--- config.mk ---
export PLATFORM = sky130hd
export DESIGN_NAME = uart_hex_top
export DESIGN_NICKNAME = d
export VERILOG_FILES = /design/src/uart_hex_pkg.sv /design/src/sample_source.sv /design/src/hex_line_formatter.sv /design/src/uart_tx.sv /design/src/uart_hex_top.sv
export SDC_FILE = /design/constraint.sdc
export NUM_CORES = 1
export LEC_CHECK = 0
export ABC_AREA = 1
export BUFFER_PORTS_ARGS = -buffer_cell sky130_fd_sc_hd__buf_2
export CAP_MARGIN = 20
export CORE_ASPECT_RATIO = 1.75
export CORE_MARGIN = 3
export CORE_UTILIZATION = 52
export CTS_CLUSTER_DIAMETER = 80
export DETAILED_ROUTE_END_ITERATION = 7
export PLACE_DENSITY = 0.69
export SKIP_CTS_REPAIR_TIMING = 1
export SLEW_MARGIN = 20
export SYNTH_ARGS = -nofsm -noshare
export SYNTH_HDL_FRONTEND = slang
export SYNTH_HIERARCHICAL = 1
export SYNTH_SLANG_ARGS = --single-unit
--- constraint.sdc ---
create_clock -name CLOCK_50 -period 3.3 [get_ports CLOCK_50]
set_clock_uncertainty 0.1 [all_clocks]
set_input_delay 0 -clock CLOCK_50 [delete_from_list [all_inputs] [get_ports CLOCK_50]]
set_output_delay 0 -clock CLOCK_50 [all_outputs]
set_load 0.005 [all_outputs]
--- src/uart_hex_pkg.sv ---
// Shared widths, ASCII codes, default periods and digit encoder used by every hex printer block
`default_nettype none

package uart_hex_pkg;

   ////////////////////////////////////////
   // Data widths
   ////////////////////////////////////////
   typedef logic [15:0] sample_t;   // Counted value, printed as hex
   typedef logic [3:0]  nibble_t;   // One hex digit
   typedef logic [7:0]  char_t;     // One ASCII character on the wire

   ////////////////////////////////////////
   // Clock and rates
   ////////////////////////////////////////
   localparam int CLOCK_HZ       = 50_000_000;   // Board oscillator
   localparam int SAMPLE_RATE_HZ = 10;           // Values per second
   localparam int BAUD_RATE      = 115_200;

   // Clock cycles per new value and per serial bit
   localparam int DEFAULT_SAMPLE_CYCLES = CLOCK_HZ / SAMPLE_RATE_HZ;   // 5 million
   localparam int DEFAULT_BIT_CYCLES    = CLOCK_HZ / BAUD_RATE;        // 434

   localparam int DIGITS_PER_LINE = 4;   // Hex digits in a 16-bit value

   // ASCII codes
   localparam char_t CHAR_LF      = 8'h0A;   // Line feed
   localparam char_t CHAR_CR      = 8'h0D;   // Carriage return
   localparam char_t CHAR_ZERO    = 8'h30;   // Base for 0..9
   localparam char_t CHAR_UPPER_A = 8'h41;   // Base for A..F

   ////////////////////////////////////////
   // State encodings
   ////////////////////////////////////////
   // Line formatter
   typedef enum logic [1:0] {
      line_idle,   // Waiting for a new value
      line_send,   // Offering one character
      line_wait    // Character in flight
   } line_state_t;

   // Serial transmitter
   typedef enum logic [1:0] {
      tx_idle,
      tx_start,
      tx_data,
      tx_stop
   } tx_state_t;

   // Nibble to upper-case hex digit
   function automatic char_t hex_to_ascii(input nibble_t digit);
      if (digit < 4'd10)
         return CHAR_ZERO + char_t'(digit);
      else
         return CHAR_UPPER_A + char_t'(digit - 4'd10);   // A..F
   endfunction

endpackage

`default_nettype wire

--- src/sample_source.sv ---
// Free-running sample generator; steps a 16-bit count once per sample period with a strobe
`default_nettype none
`timescale 1ns/100ps

module sample_source #(
   parameter int SAMPLE_CYCLES = uart_hex_pkg::DEFAULT_SAMPLE_CYCLES
) (
   input  logic                  CLOCK_50,
   input  logic                  reset,
   output uart_hex_pkg::sample_t sample_value,    // Current count, also shown at top
   output logic                  sample_strobe    // High in the cycle a new count appears
);

   // Period counter width, at least one bit
   localparam int CNT_W = (SAMPLE_CYCLES > 1) ? $clog2(SAMPLE_CYCLES) : 1;
   localparam logic [CNT_W-1:0] CNT_LAST = CNT_W'(SAMPLE_CYCLES - 1);

   logic [CNT_W-1:0] period_cnt;   // Cycles into the current period

   ////////////////////////////////////////
   // Period timer and value
   ////////////////////////////////////////
   always_ff @(posedge CLOCK_50)
   begin
      if (reset)
      begin
         period_cnt    <= '0;
         sample_value  <= '0;   // Count restarts at zero
         sample_strobe <= 1'b0;
      end
      else if (period_cnt == CNT_LAST)
      begin
         period_cnt    <= '0;   // Wrap
         sample_value  <= sample_value + uart_hex_pkg::sample_t'(1);
         sample_strobe <= 1'b1;   // One-cycle pulse with the new value
      end
      else
      begin
         period_cnt    <= period_cnt + CNT_W'(1);
         sample_strobe <= 1'b0;
      end
   end

   // Strobe is a single-cycle pulse per period
   a_strobe_single: assert property (@(posedge CLOCK_50) disable iff (reset)
      sample_strobe |=> !sample_strobe);

endmodule

`default_nettype wire

--- src/hex_line_formatter.sv ---
// Line formatter; turns each strobed value into four hex digits, LF and CR for the transmitter
`default_nettype none
`timescale 1ns/100ps

module hex_line_formatter (
   input  logic                  CLOCK_50,
   input  logic                  reset,
   input  uart_hex_pkg::sample_t sample_value,
   input  logic                  sample_strobe,
   output uart_hex_pkg::char_t   tx_char,     // Character offered to the UART
   output logic                  tx_send,     // One-cycle send request
   input  logic                  tx_busy      // UART frame in progress
);

   // Character positions after the digits
   localparam logic [2:0] IDX_LF = 3'(uart_hex_pkg::DIGITS_PER_LINE);
   localparam logic [2:0] IDX_CR = 3'(uart_hex_pkg::DIGITS_PER_LINE + 1);

   uart_hex_pkg::line_state_t state;
   uart_hex_pkg::sample_t     sample_hold;   // Latched value, digits leave from the top
   logic [2:0]                char_idx;      // 0..3 digits, then LF, CR
   uart_hex_pkg::nibble_t     digit;

   ////////////////////////////////////////
   // Character select and send request
   ////////////////////////////////////////
   assign digit   = sample_hold[$bits(uart_hex_pkg::sample_t)-1 -: 4];   // Highest remaining
   assign tx_send = (state == uart_hex_pkg::line_send) && !tx_busy;

   always_comb
   begin
      if (char_idx == IDX_LF)
         tx_char = uart_hex_pkg::CHAR_LF;
      else if (char_idx == IDX_CR)
         tx_char = uart_hex_pkg::CHAR_CR;
      else
         tx_char = uart_hex_pkg::hex_to_ascii(digit);
   end

   ////////////////////////////////////////
   // Line state machine
   ////////////////////////////////////////
   always_ff @(posedge CLOCK_50)
   begin
      if (reset)
      begin
         state    <= uart_hex_pkg::line_idle;
         char_idx <= '0;
      end
      else
      begin
         case (state)
            uart_hex_pkg::line_idle:
            begin
               char_idx <= '0;
               if (sample_strobe)
                  state <= uart_hex_pkg::line_send;   // Value latched below
            end
            uart_hex_pkg::line_send:
            begin
               if (tx_send && char_idx == IDX_CR)
                  state <= uart_hex_pkg::line_idle;   // Line done
               else if (tx_send)
               begin
                  state    <= uart_hex_pkg::line_wait;
                  char_idx <= char_idx + 3'd1;
               end
            end
            uart_hex_pkg::line_wait:
            begin
               if (!tx_busy)
                  state <= uart_hex_pkg::line_send;   // Frame finished, offer next
            end
            default: state <= uart_hex_pkg::line_idle;
         endcase
      end
   end

   // Value holding register, shifted one digit per send
   always_ff @(posedge CLOCK_50)
   begin
      if (state == uart_hex_pkg::line_idle && sample_strobe)
         sample_hold <= sample_value;
      else if (tx_send)
         sample_hold <= sample_hold << 4;
   end

   // UART takes every send and reports busy in the next cycle
   a_send_idle: assert property (@(posedge CLOCK_50) disable iff (reset)
      tx_send |=> tx_busy);

endmodule

`default_nettype wire

--- src/uart_tx.sv ---
// 8N1 serial transmitter; sends one character per tx_send pulse and reports busy for the frame
`default_nettype none
`timescale 1ns/100ps

module uart_tx #(
   parameter int BIT_CYCLES = uart_hex_pkg::DEFAULT_BIT_CYCLES
) (
   input  logic                CLOCK_50,
   input  logic                reset,
   input  uart_hex_pkg::char_t tx_char,   // Sampled with tx_send
   input  logic                tx_send,
   output logic                tx_busy,   // High from start bit to end of stop bit
   output logic                txd        // Serial line, idles high
);

   // Bit period counter width, at least one bit
   localparam int CNT_W = (BIT_CYCLES > 1) ? $clog2(BIT_CYCLES) : 1;
   localparam logic [CNT_W-1:0] CNT_LAST = CNT_W'(BIT_CYCLES - 1);

   uart_hex_pkg::tx_state_t state;
   logic [CNT_W-1:0]        bit_cnt;     // Cycles into the current bit
   logic [2:0]              bit_idx;     // Data bit being sent
   uart_hex_pkg::char_t     shift_reg;   // Remaining data bits, LSB next
   logic                    bit_tick;    // Last cycle of a bit
   logic                    next_data;   // Move the next data bit onto the line

   assign bit_tick  = (bit_cnt == CNT_LAST);
   assign tx_busy   = (state != uart_hex_pkg::tx_idle);
   assign next_data = bit_tick && ((state == uart_hex_pkg::tx_start) ||
                      (state == uart_hex_pkg::tx_data && bit_idx != 3'd7));

   ////////////////////////////////////////
   // Bit timing
   ////////////////////////////////////////
   // Restarts with every frame so all bits are equal length
   always_ff @(posedge CLOCK_50)
   begin
      if (reset || state == uart_hex_pkg::tx_idle)
         bit_cnt <= '0;
      else if (bit_tick)
         bit_cnt <= '0;
      else
         bit_cnt <= bit_cnt + CNT_W'(1);
   end

   ////////////////////////////////////////
   // Frame state machine
   ////////////////////////////////////////
   always_ff @(posedge CLOCK_50)
   begin
      if (reset)
      begin
         state   <= uart_hex_pkg::tx_idle;
         bit_idx <= '0;
         txd     <= 1'b1;   // Line idle
      end
      else
      begin
         case (state)
            uart_hex_pkg::tx_idle:
            begin
               bit_idx <= '0;
               if (tx_send)
               begin
                  state <= uart_hex_pkg::tx_start;
                  txd   <= 1'b0;   // Start bit
               end
               else
                  txd <= 1'b1;
            end
            uart_hex_pkg::tx_start:
            begin
               if (bit_tick)
               begin
                  state <= uart_hex_pkg::tx_data;
                  txd   <= shift_reg[0];   // Bit 0 first
               end
            end
            uart_hex_pkg::tx_data:
            begin
               if (bit_tick && bit_idx == 3'd7)
               begin
                  state <= uart_hex_pkg::tx_stop;
                  txd   <= 1'b1;   // Stop bit
               end
               else if (bit_tick)
               begin
                  bit_idx <= bit_idx + 3'd1;
                  txd     <= shift_reg[0];
               end
            end
            uart_hex_pkg::tx_stop:
            begin
               if (bit_tick)
                  state <= uart_hex_pkg::tx_idle;   // Busy drops next cycle
            end
            default: state <= uart_hex_pkg::tx_idle;
         endcase
      end
   end

   // Data shifter
   always_ff @(posedge CLOCK_50)
   begin
      if (state == uart_hex_pkg::tx_idle && tx_send)
         shift_reg <= tx_char;
      else if (next_data)
         shift_reg <= shift_reg >> 1;
   end

   // Line stays at mark level between frames
   a_idle_high: assert property (@(posedge CLOCK_50) disable iff (reset)
      (state == uart_hex_pkg::tx_idle) |-> txd);

endmodule

`default_nettype wire

--- src/uart_hex_top.sv ---
// Top level of the hex printer; counts values and prints each as a hex line on the serial pin
`default_nettype none
`timescale 1ns/100ps

module uart_hex_top #(
   parameter int SAMPLE_CYCLES = uart_hex_pkg::DEFAULT_SAMPLE_CYCLES,   // Clocks per value
   parameter int BIT_CYCLES    = uart_hex_pkg::DEFAULT_BIT_CYCLES       // Clocks per bit
) (
   input  logic                  CLOCK_50,
   input  logic                  reset,
   output logic                  txd,          // Serial out
   output uart_hex_pkg::sample_t count_value   // Current value, for LEDs
);

   uart_hex_pkg::sample_t sample_value;
   logic                  sample_strobe;
   uart_hex_pkg::char_t   tx_char;
   logic                  tx_send;
   logic                  tx_busy;

   assign count_value = sample_value;

   ////////////////////////////////////////
   // Value source
   ////////////////////////////////////////
   sample_source #(
      .SAMPLE_CYCLES (SAMPLE_CYCLES)
   ) sample_source_inst (
      .CLOCK_50      (CLOCK_50),
      .reset         (reset),
      .sample_value  (sample_value),
      .sample_strobe (sample_strobe)
   );

   // Four digits, LF, CR per value
   hex_line_formatter hex_line_formatter_inst (
      .CLOCK_50      (CLOCK_50),
      .reset         (reset),
      .sample_value  (sample_value),
      .sample_strobe (sample_strobe),
      .tx_char       (tx_char),
      .tx_send       (tx_send),
      .tx_busy       (tx_busy)
   );

   // Serial line driver
   uart_tx #(
      .BIT_CYCLES (BIT_CYCLES)
   ) uart_tx_inst (
      .CLOCK_50 (CLOCK_50),
      .reset    (reset),
      .tx_char  (tx_char),
      .tx_send  (tx_send),
      .tx_busy  (tx_busy),
      .txd      (txd)
   );

endmodule

`default_nettype wire

Word level (Yosys, flattened, before mapping) --
Index checks and enable logic that the tools add are counted.
Operators by class: $add $sub $neg 8, magnitude comparators 1, eq/ne operators 22, muxes and demuxes 28, reductions and logical operators 24
Operators with widths (count):
- $mux W8 | 5
- $mux W16 | 2
- $add A23 B1 Y23 const B | 1
- $eq A23 B23 Y1 const B | 1
- $add A16 B1 Y16 const B | 1
- $mux W2 | 8
- $mux W3 | 4
- $ne A2 B2 Y1 const B | 6
- $pmux W3 S2 | 2
- $reduce_bool A2 Y1 | 5
- $add A9 B1 Y9 const B | 1
- $eq A3 B3 Y1 const B | 3
- $eq A9 B9 Y1 const B | 1
- $reduce_and A3 Y1 | 3
- $add A7 B8 Y8 const A | 1
- $ne A2 B1 Y1 const B | 4
- $pmux W2 S4 | 1
- $add A6 B4 Y7 const A | 1
- $logic_and A1 B1 Y1 | 7
- $add A3 B1 Y3 const B | 2
- $eq A2 B2 Y1 const B | 3
- $pmux W2 S3 | 1
- $sub A4 B4 Y5 const B | 1
- $eq A2 B1 Y1 const B | 2
- 11 further kinds | 17
Word-level totals: bits in registers 84, input port bits 2, output and inout port bits 17, word-level logic and storage cells 94

Longest topological paths before layout --
Gate-level depths: netlist (run 1).
depth after elaboration 6, mapped depth 10, gate-level depth less buffers 10

By module --
Netlist (run 1), hierarchy kept.
Modules (own cells, without submodules):
- sample_source | instances 1, cells an instance 342, area an instance 2228.4 um2, sequential area each 800.8 um2
- hex_line_formatter | instances 1, cells an instance 126, area an instance 1209.9 um2, sequential area each 580.6 um2
- uart_tx | instances 1, cells an instance 129, area an instance 1199.9 um2, sequential area each 540.5 um2

Worst setup path before layout (run 1) --
Ideal clock, no wire load.
kind reg2reg, start point register uart_tx_inst.state[0], end point register hex_line_formatter_inst.sample_hold[0], enable pin, library setup time 411 ps, arrival time 1971 ps, data required time 2789 ps, setup slack 818 ps, cell stages (with the launch flop) 5, path buffers 0, clock period less this slack 2482 ps, cells stage by stage dfxtp_1 inv_1 ha_1 inv_1 o21ai_0
Between the ends: word-level cells in the longest chain between the ends 4
RTL lines:
- start, declared | RTL line uart_tx.sv:20 | uart_hex_pkg::tx_state_t state;
- start signal, assigned | RTL line uart_tx.sv:53 | state <= uart_hex_pkg::tx_idle;
- start signal, assigned | RTL line uart_tx.sv:65 | state <= uart_hex_pkg::tx_start;
- start signal, assigned | RTL line uart_tx.sv:75 | state <= uart_hex_pkg::tx_data;
- $reduce_bool A2 Y1 | RTL line uart_tx.sv:28 | assign tx_busy = (state != uart_hex_pkg::tx_idle);
- named net tx_busy | RTL line uart_hex_top.sv:19 | logic tx_busy;
- $logic_not A1 Y1 | RTL line hex_line_formatter.sv:28 | assign tx_send = (state == uart_hex_pkg::line_send) && !tx_busy;
- $logic_and A1 B1 Y1 | RTL line hex_line_formatter.sv:28
- $reduce_bool A2 Y1 (no source line)
- end signal, assigned | RTL line hex_line_formatter.sv:83 | sample_hold <= sample_value;
- end signal, assigned | RTL line hex_line_formatter.sv:85 | sample_hold <= sample_hold << 4;
- end, declared | RTL line hex_line_formatter.sv:20 | uart_hex_pkg::sample_t sample_hold;
The timed path passes the listed nets, and every way through them passes these cells. A chain may end at the register's enable or synchronous reset.

Worst setup path in the final report (run 1) --
start point register uart_tx_inst.state[0], end point register uart_tx_inst.shift_reg[2], enable pin
Between the ends: word-level cells in the longest chain between the ends 5, elaborated cells between the ends (all ways) 11, classes of those cells 2 x eq/ne; 9 x reduce/logical
RTL lines:
- $reduce_bool A2 Y1 | RTL line uart_tx.sv:28
- named net tx_busy | RTL line uart_hex_top.sv:19
- $logic_not A1 Y1 | RTL line hex_line_formatter.sv:28
- $logic_and A1 B1 Y1 | RTL line hex_line_formatter.sv:28
- named net tx_send | RTL line uart_hex_top.sv:18 | logic tx_send;
- $logic_and A1 B1 Y1 | RTL line uart_tx.sv:105 | if (state == uart_hex_pkg::tx_idle && tx_send)
- $reduce_bool A2 Y1 (no source line)
- end signal, assigned | RTL line uart_tx.sv:106 | shift_reg <= tx_char;
- end signal, assigned | RTL line uart_tx.sv:108 | shift_reg <= shift_reg >> 1;
- end, declared | RTL line uart_tx.sv:23 | uart_hex_pkg::char_t shift_reg;
The timed path passes the listed nets, and every way through them passes these cells.

==> results of run 1 <==
-- area by class of cell --
cell class | instances | area, um^2 | share of cell area (%)
multi-input combinational | 428 | 2360 | 46.0
clock inverter | 2 | 60.1 | 1.17
clock buffer | 14 | 254 | 4.95
timing repair buffer | 19 | 97.6 | 1.90
inverter | 78 | 293 | 5.70
tap | 117 | 146 | 2.85
sequential | 84 | 1920 | 37.4
-- synth_stat cells, drive strengths merged, types with 4 or more instances --
master,count
nand4,13
buf,7
nand3,41
xnor2,5
xor2,10
a21oi,46
edfxtp,24
ha,17
nor2,100
nand3b,5
mux2,19
nor3,4
inv,77
o21ai,12
nand2,145
or2,4
dfxtp,60
-- per-stage QoR --
step	hold WS [ps]	worst slack, ps	utilization, %
after floorplan	-30.9	818	-
after global placement	324	1120	55.6
after detailed placement	322	998	55.6
after CTS	9.90	986	59.2
after global routing	31.4	750	59.2
final	23.8	1000	59.2
-- kinds of logic after synthesis --
logic type,Yosys count
other,1
AOI/OAI and AO/OA,63
DFF,84
buffers and inverters,85
xor gates and xnor gates,15
muxes,19
and+or+nand+nor,313
adders and majority gates,17
-- worst max-delay path: stages (launching register included) --
cell and delay, ps:
dfxtp_1 360, inv_1 100, ha_1 230, inv_1 280, nor2_2 110, nand2_1 280
o21ai_0 460
-- per-layer routing --
| metal | wire, um | share of wire, % | track usage [%] | vias to the layer above |
|---|---|---|---|---|
| met5 | 0 | 0 | 0 | - |
| met3 | 221 | 2.4 | 3.84 | 21 |
| met4 | 267 | 2.9 | 10.9 | 0 |
| met1 | 3790 | 40 | 21.2 | 1766 |
| li1 | - | - | - | 1973 |
| met2 | 5090 | 54 | 37.7 | 42 |
-- cells in the final DEF (no fill, tap or decap), types with 2 or more instances in the layout --
cell type and n:
a21oi_1 44, buf_2 18, bufinv_16 2, clkbuf_1 4
clkbuf_16 9, dfxtp_1 60, edfxtp_1 24, ha_1 17
inv_1 72, inv_2 5, mux2_2 15, mux2_4 4
nand2_1 138, nand2_2 5, nand2_4 2, nand3_1 39
nand3b_1 5, nand4_1 11, nand4_2 2, nor2_1 87
nor2_2 7, nor2_4 5, nor3_1 3, o21ai_0 10
or2_2 4, xnor2_1 5, xor2_1 10
-- worst max-delay path by stage --
stage,startpoint,endpoint,depth (start not counted)
floorplan,uart_tx_inst/state[0]$_SDFFE_PP0P_,hex_line_formatter_inst/sample_hold[0]$_SDFFCE_PN0P_,4
global placement,uart_tx_inst/state[0]$_SDFFE_PP0P_,uart_tx_inst/shift_reg[5]$_DFFE_PP_,6
detailed placement,uart_tx_inst/state[0]$_SDFFE_PP0P_,uart_tx_inst/shift_reg[2]$_DFFE_PP_,6
CTS,uart_tx_inst/state[0]$_SDFFE_PP0P_,uart_tx_inst/shift_reg[2]$_DFFE_PP_,6
global route,uart_tx_inst/state[1]$_SDFFE_PP0P_,uart_tx_inst/shift_reg[2]$_DFFE_PP_,6
finish,uart_tx_inst/state[0]$_SDFFE_PP0P_,uart_tx_inst/shift_reg[2]$_DFFE_PP_,6
-- power by group through the flow --
stage | registers, W | logic (W) | clock network [W]
2_1_floorplan | 0.00111 | 0.000121 | 0
3_3_place_gp | 0.00111 | 0.000148 | 0
3_5_place_dp | 0.00111 | 0.000149 | 0
4_1_cts | 0.00109 | 0.000150 | 0.00109
5_1_grt | 0.00109 | 0.000173 | 0.00112
6_report | 0.00109 | 0.000149 | 0.00106
==> out/metrics.yaml, run 1 <==
synthesis:
  netlist_area_um2: 4640
  synth_edf_count: 24
  syn_inst: 597
  synth-main-ff-cell: "dfxtp_1"
  async_flop_share_pct: 0
  ys_ff_latch: 84
  synth_top_family_by_area: "simple AND/OR/NAND/NOR gates"
  seq_area_frac_synth_pct: 41.4
  synthXorXnorAreaFrac_pct: 2.83
  ys_types: 41
  yosys.area.top_type: "dfxtp_1"
  muxShareOfSynthArea_pct: 4.94
  synth_fp_nets: 616
  syn_avg_cell_area_um2: 7.77
  ys_warn_count: 6
  synth-simple-area-share_pct: 30.9
  yosys-top-cells-area: "dfxtp_1 26%, edfxtp_1 16%, nand2_1 11%"
  synth_compound_area_share_pct: 7.55
  synth_adder_area_share_pct: 4.59
  yosys.area.top_type_share_pct: 25.9
pwr:
  switchingPower_w: 0.000485
  swShare_pct: 21.2
  power_frac_seq_pct: 47.4
  cellLeakagePower_nw: 2.00
  p_int_w: 0.00181
  vdd.ir_drop.worst_mv: 0.347
  clkPwrFrac_pct: 46.1
  p_comb_share_pct: 6.5
  total_power_w: 0.00229
  powerDensity_nw_per_um2: 446
critical_path:
  reg2reg_to: "uart_tx_inst/shift_reg[2]$_DFFE_PP_"
  cp-start-kind: "flop"
  reg2reg_from: "uart_tx_inst/state[0]$_SDFFE_PP0P_"
  path_class: "flop to flop"
  r2r_slack_ps: 1000
  critPathArrivalTime_ps: 2140
  crit_required_ps: 3150
  endpoint_kind: "flop"
  rr_worst_depth: 6
  critPathMaxFanout: 11
drt:
  routed_via_density: 5.12
  dr.pass1.iters: 4
  drc: 0
  vias: 3802
  ant_nets: 0
  first_iter_violations: 127
  wl_per_cell_um: 12.6
  finalWirelength_mm: 9.37
place:
  post-place-cells: 726
  port_buffers: 18
  globalplace.congestion: 0.838
  place_area_um2: 4820
  place_hpwl_mm: 6.98
global_routing:
  overflow: 0
  grt_pass1_vias: 3711
  grt_max_degree: 24
  antenna_found_initial: 0
  grt_use_total_pct: 20.2
  grt_first_pass_wirelength_mm: 16.3
sta:
  period_share_pct: 69.5
  rsz0062_at_grt: "no"
  fmax_mhz: 436
  finalCriticalPeriod_ps: 2300
  drv_slew: 0
  finalSetupTns_ps: 0
  finalSetupViolCount: 0
  relSlewSlack_pct: 30.0
  hold_viol: 0
  tightest_slew_ps: 1040
worst_hold_path:
  hp-class: "input pin to flop"
  hold_path_end: "hex_line_formatter_inst/state[0]$_SDFFE_PP0P_"
  min_path_cells: 2
  hp-start: "reset"
cells_and_area:
  finalInstanceArea_um2: 5130
  nets: 639
  largest_reg_flops: 23
  nFillCells: 810
  drive_gt1_share_pct: 14.2
  synthToLayoutAreaGrowth_pct: 10.7
  top_register: "sample_source_inst/period_cnt"
  final_cells: 742
  diodes: 0
  top_regs: "sample_source_inst/period_cnt (23), hex_line_formatter_inst/sample_hold (16), sample_source_inst/sample_value (16)"
floorplan:
  dieArea_um2: 10100
  dieHeight_um: 131
  core_area_um2: 8670
  io_pins: 19
  die_w_um: 77.4
  rows: 45
  initial_core_util_pct: 53.5
job:
  drv_cap: 0
clock_network:
  clk_latency_ps: 340
  cts-root-buf: "clkbuf_16"
  htreeDepth: 3
  clk_pin_slew_ps: 60
  cts_tree: "built"
  cts_max_path_buffers: 2
  cts_buffers: 9
  clock-sinks: 84
run_status:
  status: "complete, no violations"
Power figures use the tool's default switching activity.
==> run 2, diff against run 1 <==
clock period = 2.4 ns   (was 3.3 ns; I/O delays follow)
==> out/metrics.yaml, run 2 (same netlist as run 1, synthesis figures left out) <==
place:
  port_buffers: 18
  place_hpwl_mm: 7.00
  globalplace.congestion: 0.836
  post-place-cells: 730
  place_area_um2: 4850
cells_and_area:
  nets: 643
  layout_commonest_cell: "nand2_1"
  layout_common_cells: "138 x nand2_1, 87 x nor2_1, 72 x inv_1"
  final_cells: 746
  synthToLayoutAreaGrowth_pct: 12.1
  top_regs: "sample_source_inst/period_cnt (23), hex_line_formatter_inst/sample_hold (16), sample_source_inst/sample_value (16)"
  finalInstanceArea_um2: 5200
  nFillCells: 842
  top_register: "sample_source_inst/period_cnt"
  diodes: 0
  drive_gt1_share_pct: 15.4
  largest_reg_flops: 23
global_routing:
  grt_use_total_pct: 19.9
  grt_max_degree: 24
  grt_first_pass_wirelength_mm: 16.1
  antenna_found_initial: 0
  grt_pass1_vias: 3577
  overflow: 0
clock_network:
  clock-sinks: 84
  clk_latency_ps: 340
  htreeDepth: 3
  cts_tree: "built"
  clk_pin_slew_ps: 60
  cts-root-buf: "clkbuf_16"
  cts_buffers: 9
  cts_max_path_buffers: 2
sta:
  period_share_pct: 91.1
  finalSetupTns_ps: 0
  drv_slew: 0
  rsz0062_at_grt: "no"
  finalSetupViolCount: 0
  hold_viol: 0
  fmax_mhz: 457
  relSlewSlack_pct: 32.4
  finalCriticalPeriod_ps: 2190
  tightest_slew_ps: 1000
pwr:
  vdd.ir_drop.worst_mv: 0.510
  swShare_pct: 21.6
  clkPwrFrac_pct: 48.2
  powerDensity_nw_per_um2: 636
  p_comb_share_pct: 6.7
  cellLeakagePower_nw: 2.04
  power_frac_seq_pct: 45.1
  p_int_w: 0.00260
  switchingPower_w: 0.000714
floorplan:
  dieHeight_um: 131
  initial_core_util_pct: 53.5
  dieArea_um2: 10100
  core_area_um2: 8670
  rows: 45
  die_w_um: 77.4
  io_pins: 19
critical_path:
  reg2reg_from: "uart_tx_inst/bit_cnt[0]$_SDFF_PP0_"
  endpoint_kind: "flop"
  reg2reg_to: "uart_tx_inst/shift_reg[2]$_DFFE_PP_"
  crit_required_ps: 2260
  crit_chain: "ha_1 -> nand2_1 -> nor2_4 -> nand2_4 -> o21ai_0"
  path_class: "flop to flop"
  r2r_slack_ps: 210
  critPathArrivalTime_ps: 2040
  rr_worst_depth: 5
  crit_path_max_incr_delay_ps: 800
  critPathMaxFanout: 8
  critPathSlowestCell: "o21ai_0"
  cp-start-kind: "flop"
worst_hold_path:
  hp-start: "reset"
  hp-class: "input pin to flop"
  hold_path_end: "sample_source_inst/sample_value[11]$_SDFFE_PP0N_"
  min_path_cells: 2
drt:
  ant_nets: 0
  drc: 0
  vias: 3794
  wl_per_cell_um: 12.7
  finalWirelength_mm: 9.44
  first_iter_violations: 195
  dr.pass1.iters: 5
  routed_via_density: 5.09
run_status:
  status: "complete, no violations"
job:
  drv_cap: 0
## run 2: worst max-delay path by stage
stage / start / endpoint / cells after the start
4_1_cts: uart_tx_inst/bit_cnt[0]$_SDFF_PP0_ / uart_tx_inst/shift_reg[2]$_DFFE_PP_ / 5
3_5_place_dp: uart_tx_inst/bit_cnt[0]$_SDFF_PP0_ / uart_tx_inst/shift_reg[5]$_DFFE_PP_ / 5
2_1_floorplan: uart_tx_inst/state[0]$_SDFFE_PP0P_ / hex_line_formatter_inst/sample_hold[0]$_SDFFCE_PN0P_ / 4
6_report: uart_tx_inst/bit_cnt[0]$_SDFF_PP0_ / uart_tx_inst/shift_reg[2]$_DFFE_PP_ / 5
3_3_place_gp: uart_tx_inst/bit_cnt[0]$_SDFF_PP0_ / uart_tx_inst/shift_reg[4]$_DFFE_PP_ / 5
5_1_grt: uart_tx_inst/bit_cnt[0]$_SDFF_PP0_ / uart_tx_inst/shift_reg[1]$_DFFE_PP_ / 5
## run 2: metal layers
layer,up-vias,wire length (um),GRT usage [%]
met3,10,252,2.06
met5,-,0,0
li1,1980,-,-
met4,0,125,8.81
met1,1745,3890,21.5
met2,59,5180,38.7
## run 2: final cells by class
| type | count | area (um^2) | area share, % |
|---|---|---|---|
| multi-input combinational | 428 | 2360 | 45.4 |
| timing repair buffer | 23 | 128 | 2.45 |
| sequential | 84 | 1920 | 36.9 |
| inverter | 78 | 293 | 5.63 |
| tap | 117 | 146 | 2.81 |
| clock inverter | 6 | 111 | 2.14 |
| clock buffer | 10 | 239 | 4.59 |
## run 2: power by group through the flow
stage	clock [W]	sequential, W	combinational (W)
global placement	0	0.00152	0.000214
CTS	0.00163	0.00149	0.000224
finish	0.00160	0.00149	0.000221
detailed placement	0	0.00152	0.000222
floorplan	0	0.00152	0.000167
global route	0.00168	0.00149	0.000257
## run 2: per-stage QoR
step                      setup WS (ps)  hold slack, ps  utilization (%)  power [W]
after floorplan                     355           -30.9                -    0.00169
after global placement              234             329             55.9    0.00174
after detailed placement            176             334             55.9    0.00175
after CTS                           171            13.6             60.0    0.00335
after global routing                101            30.9             60.0    0.00343
final                               214            10.3             60.0    0.00331
## run 2: worst max-delay path: cells and delay by family, from the launching register on
| family | cells | cell delay, ps |
|---|---|---|
| AO/OA/AOI/OAI | 1 | 800 |
| adder cells (fa/ha/maj) | 1 | 170 |
| flip-flops | 1 | 370 |
| AND/OR/NAND/NOR | 3 | 370 |
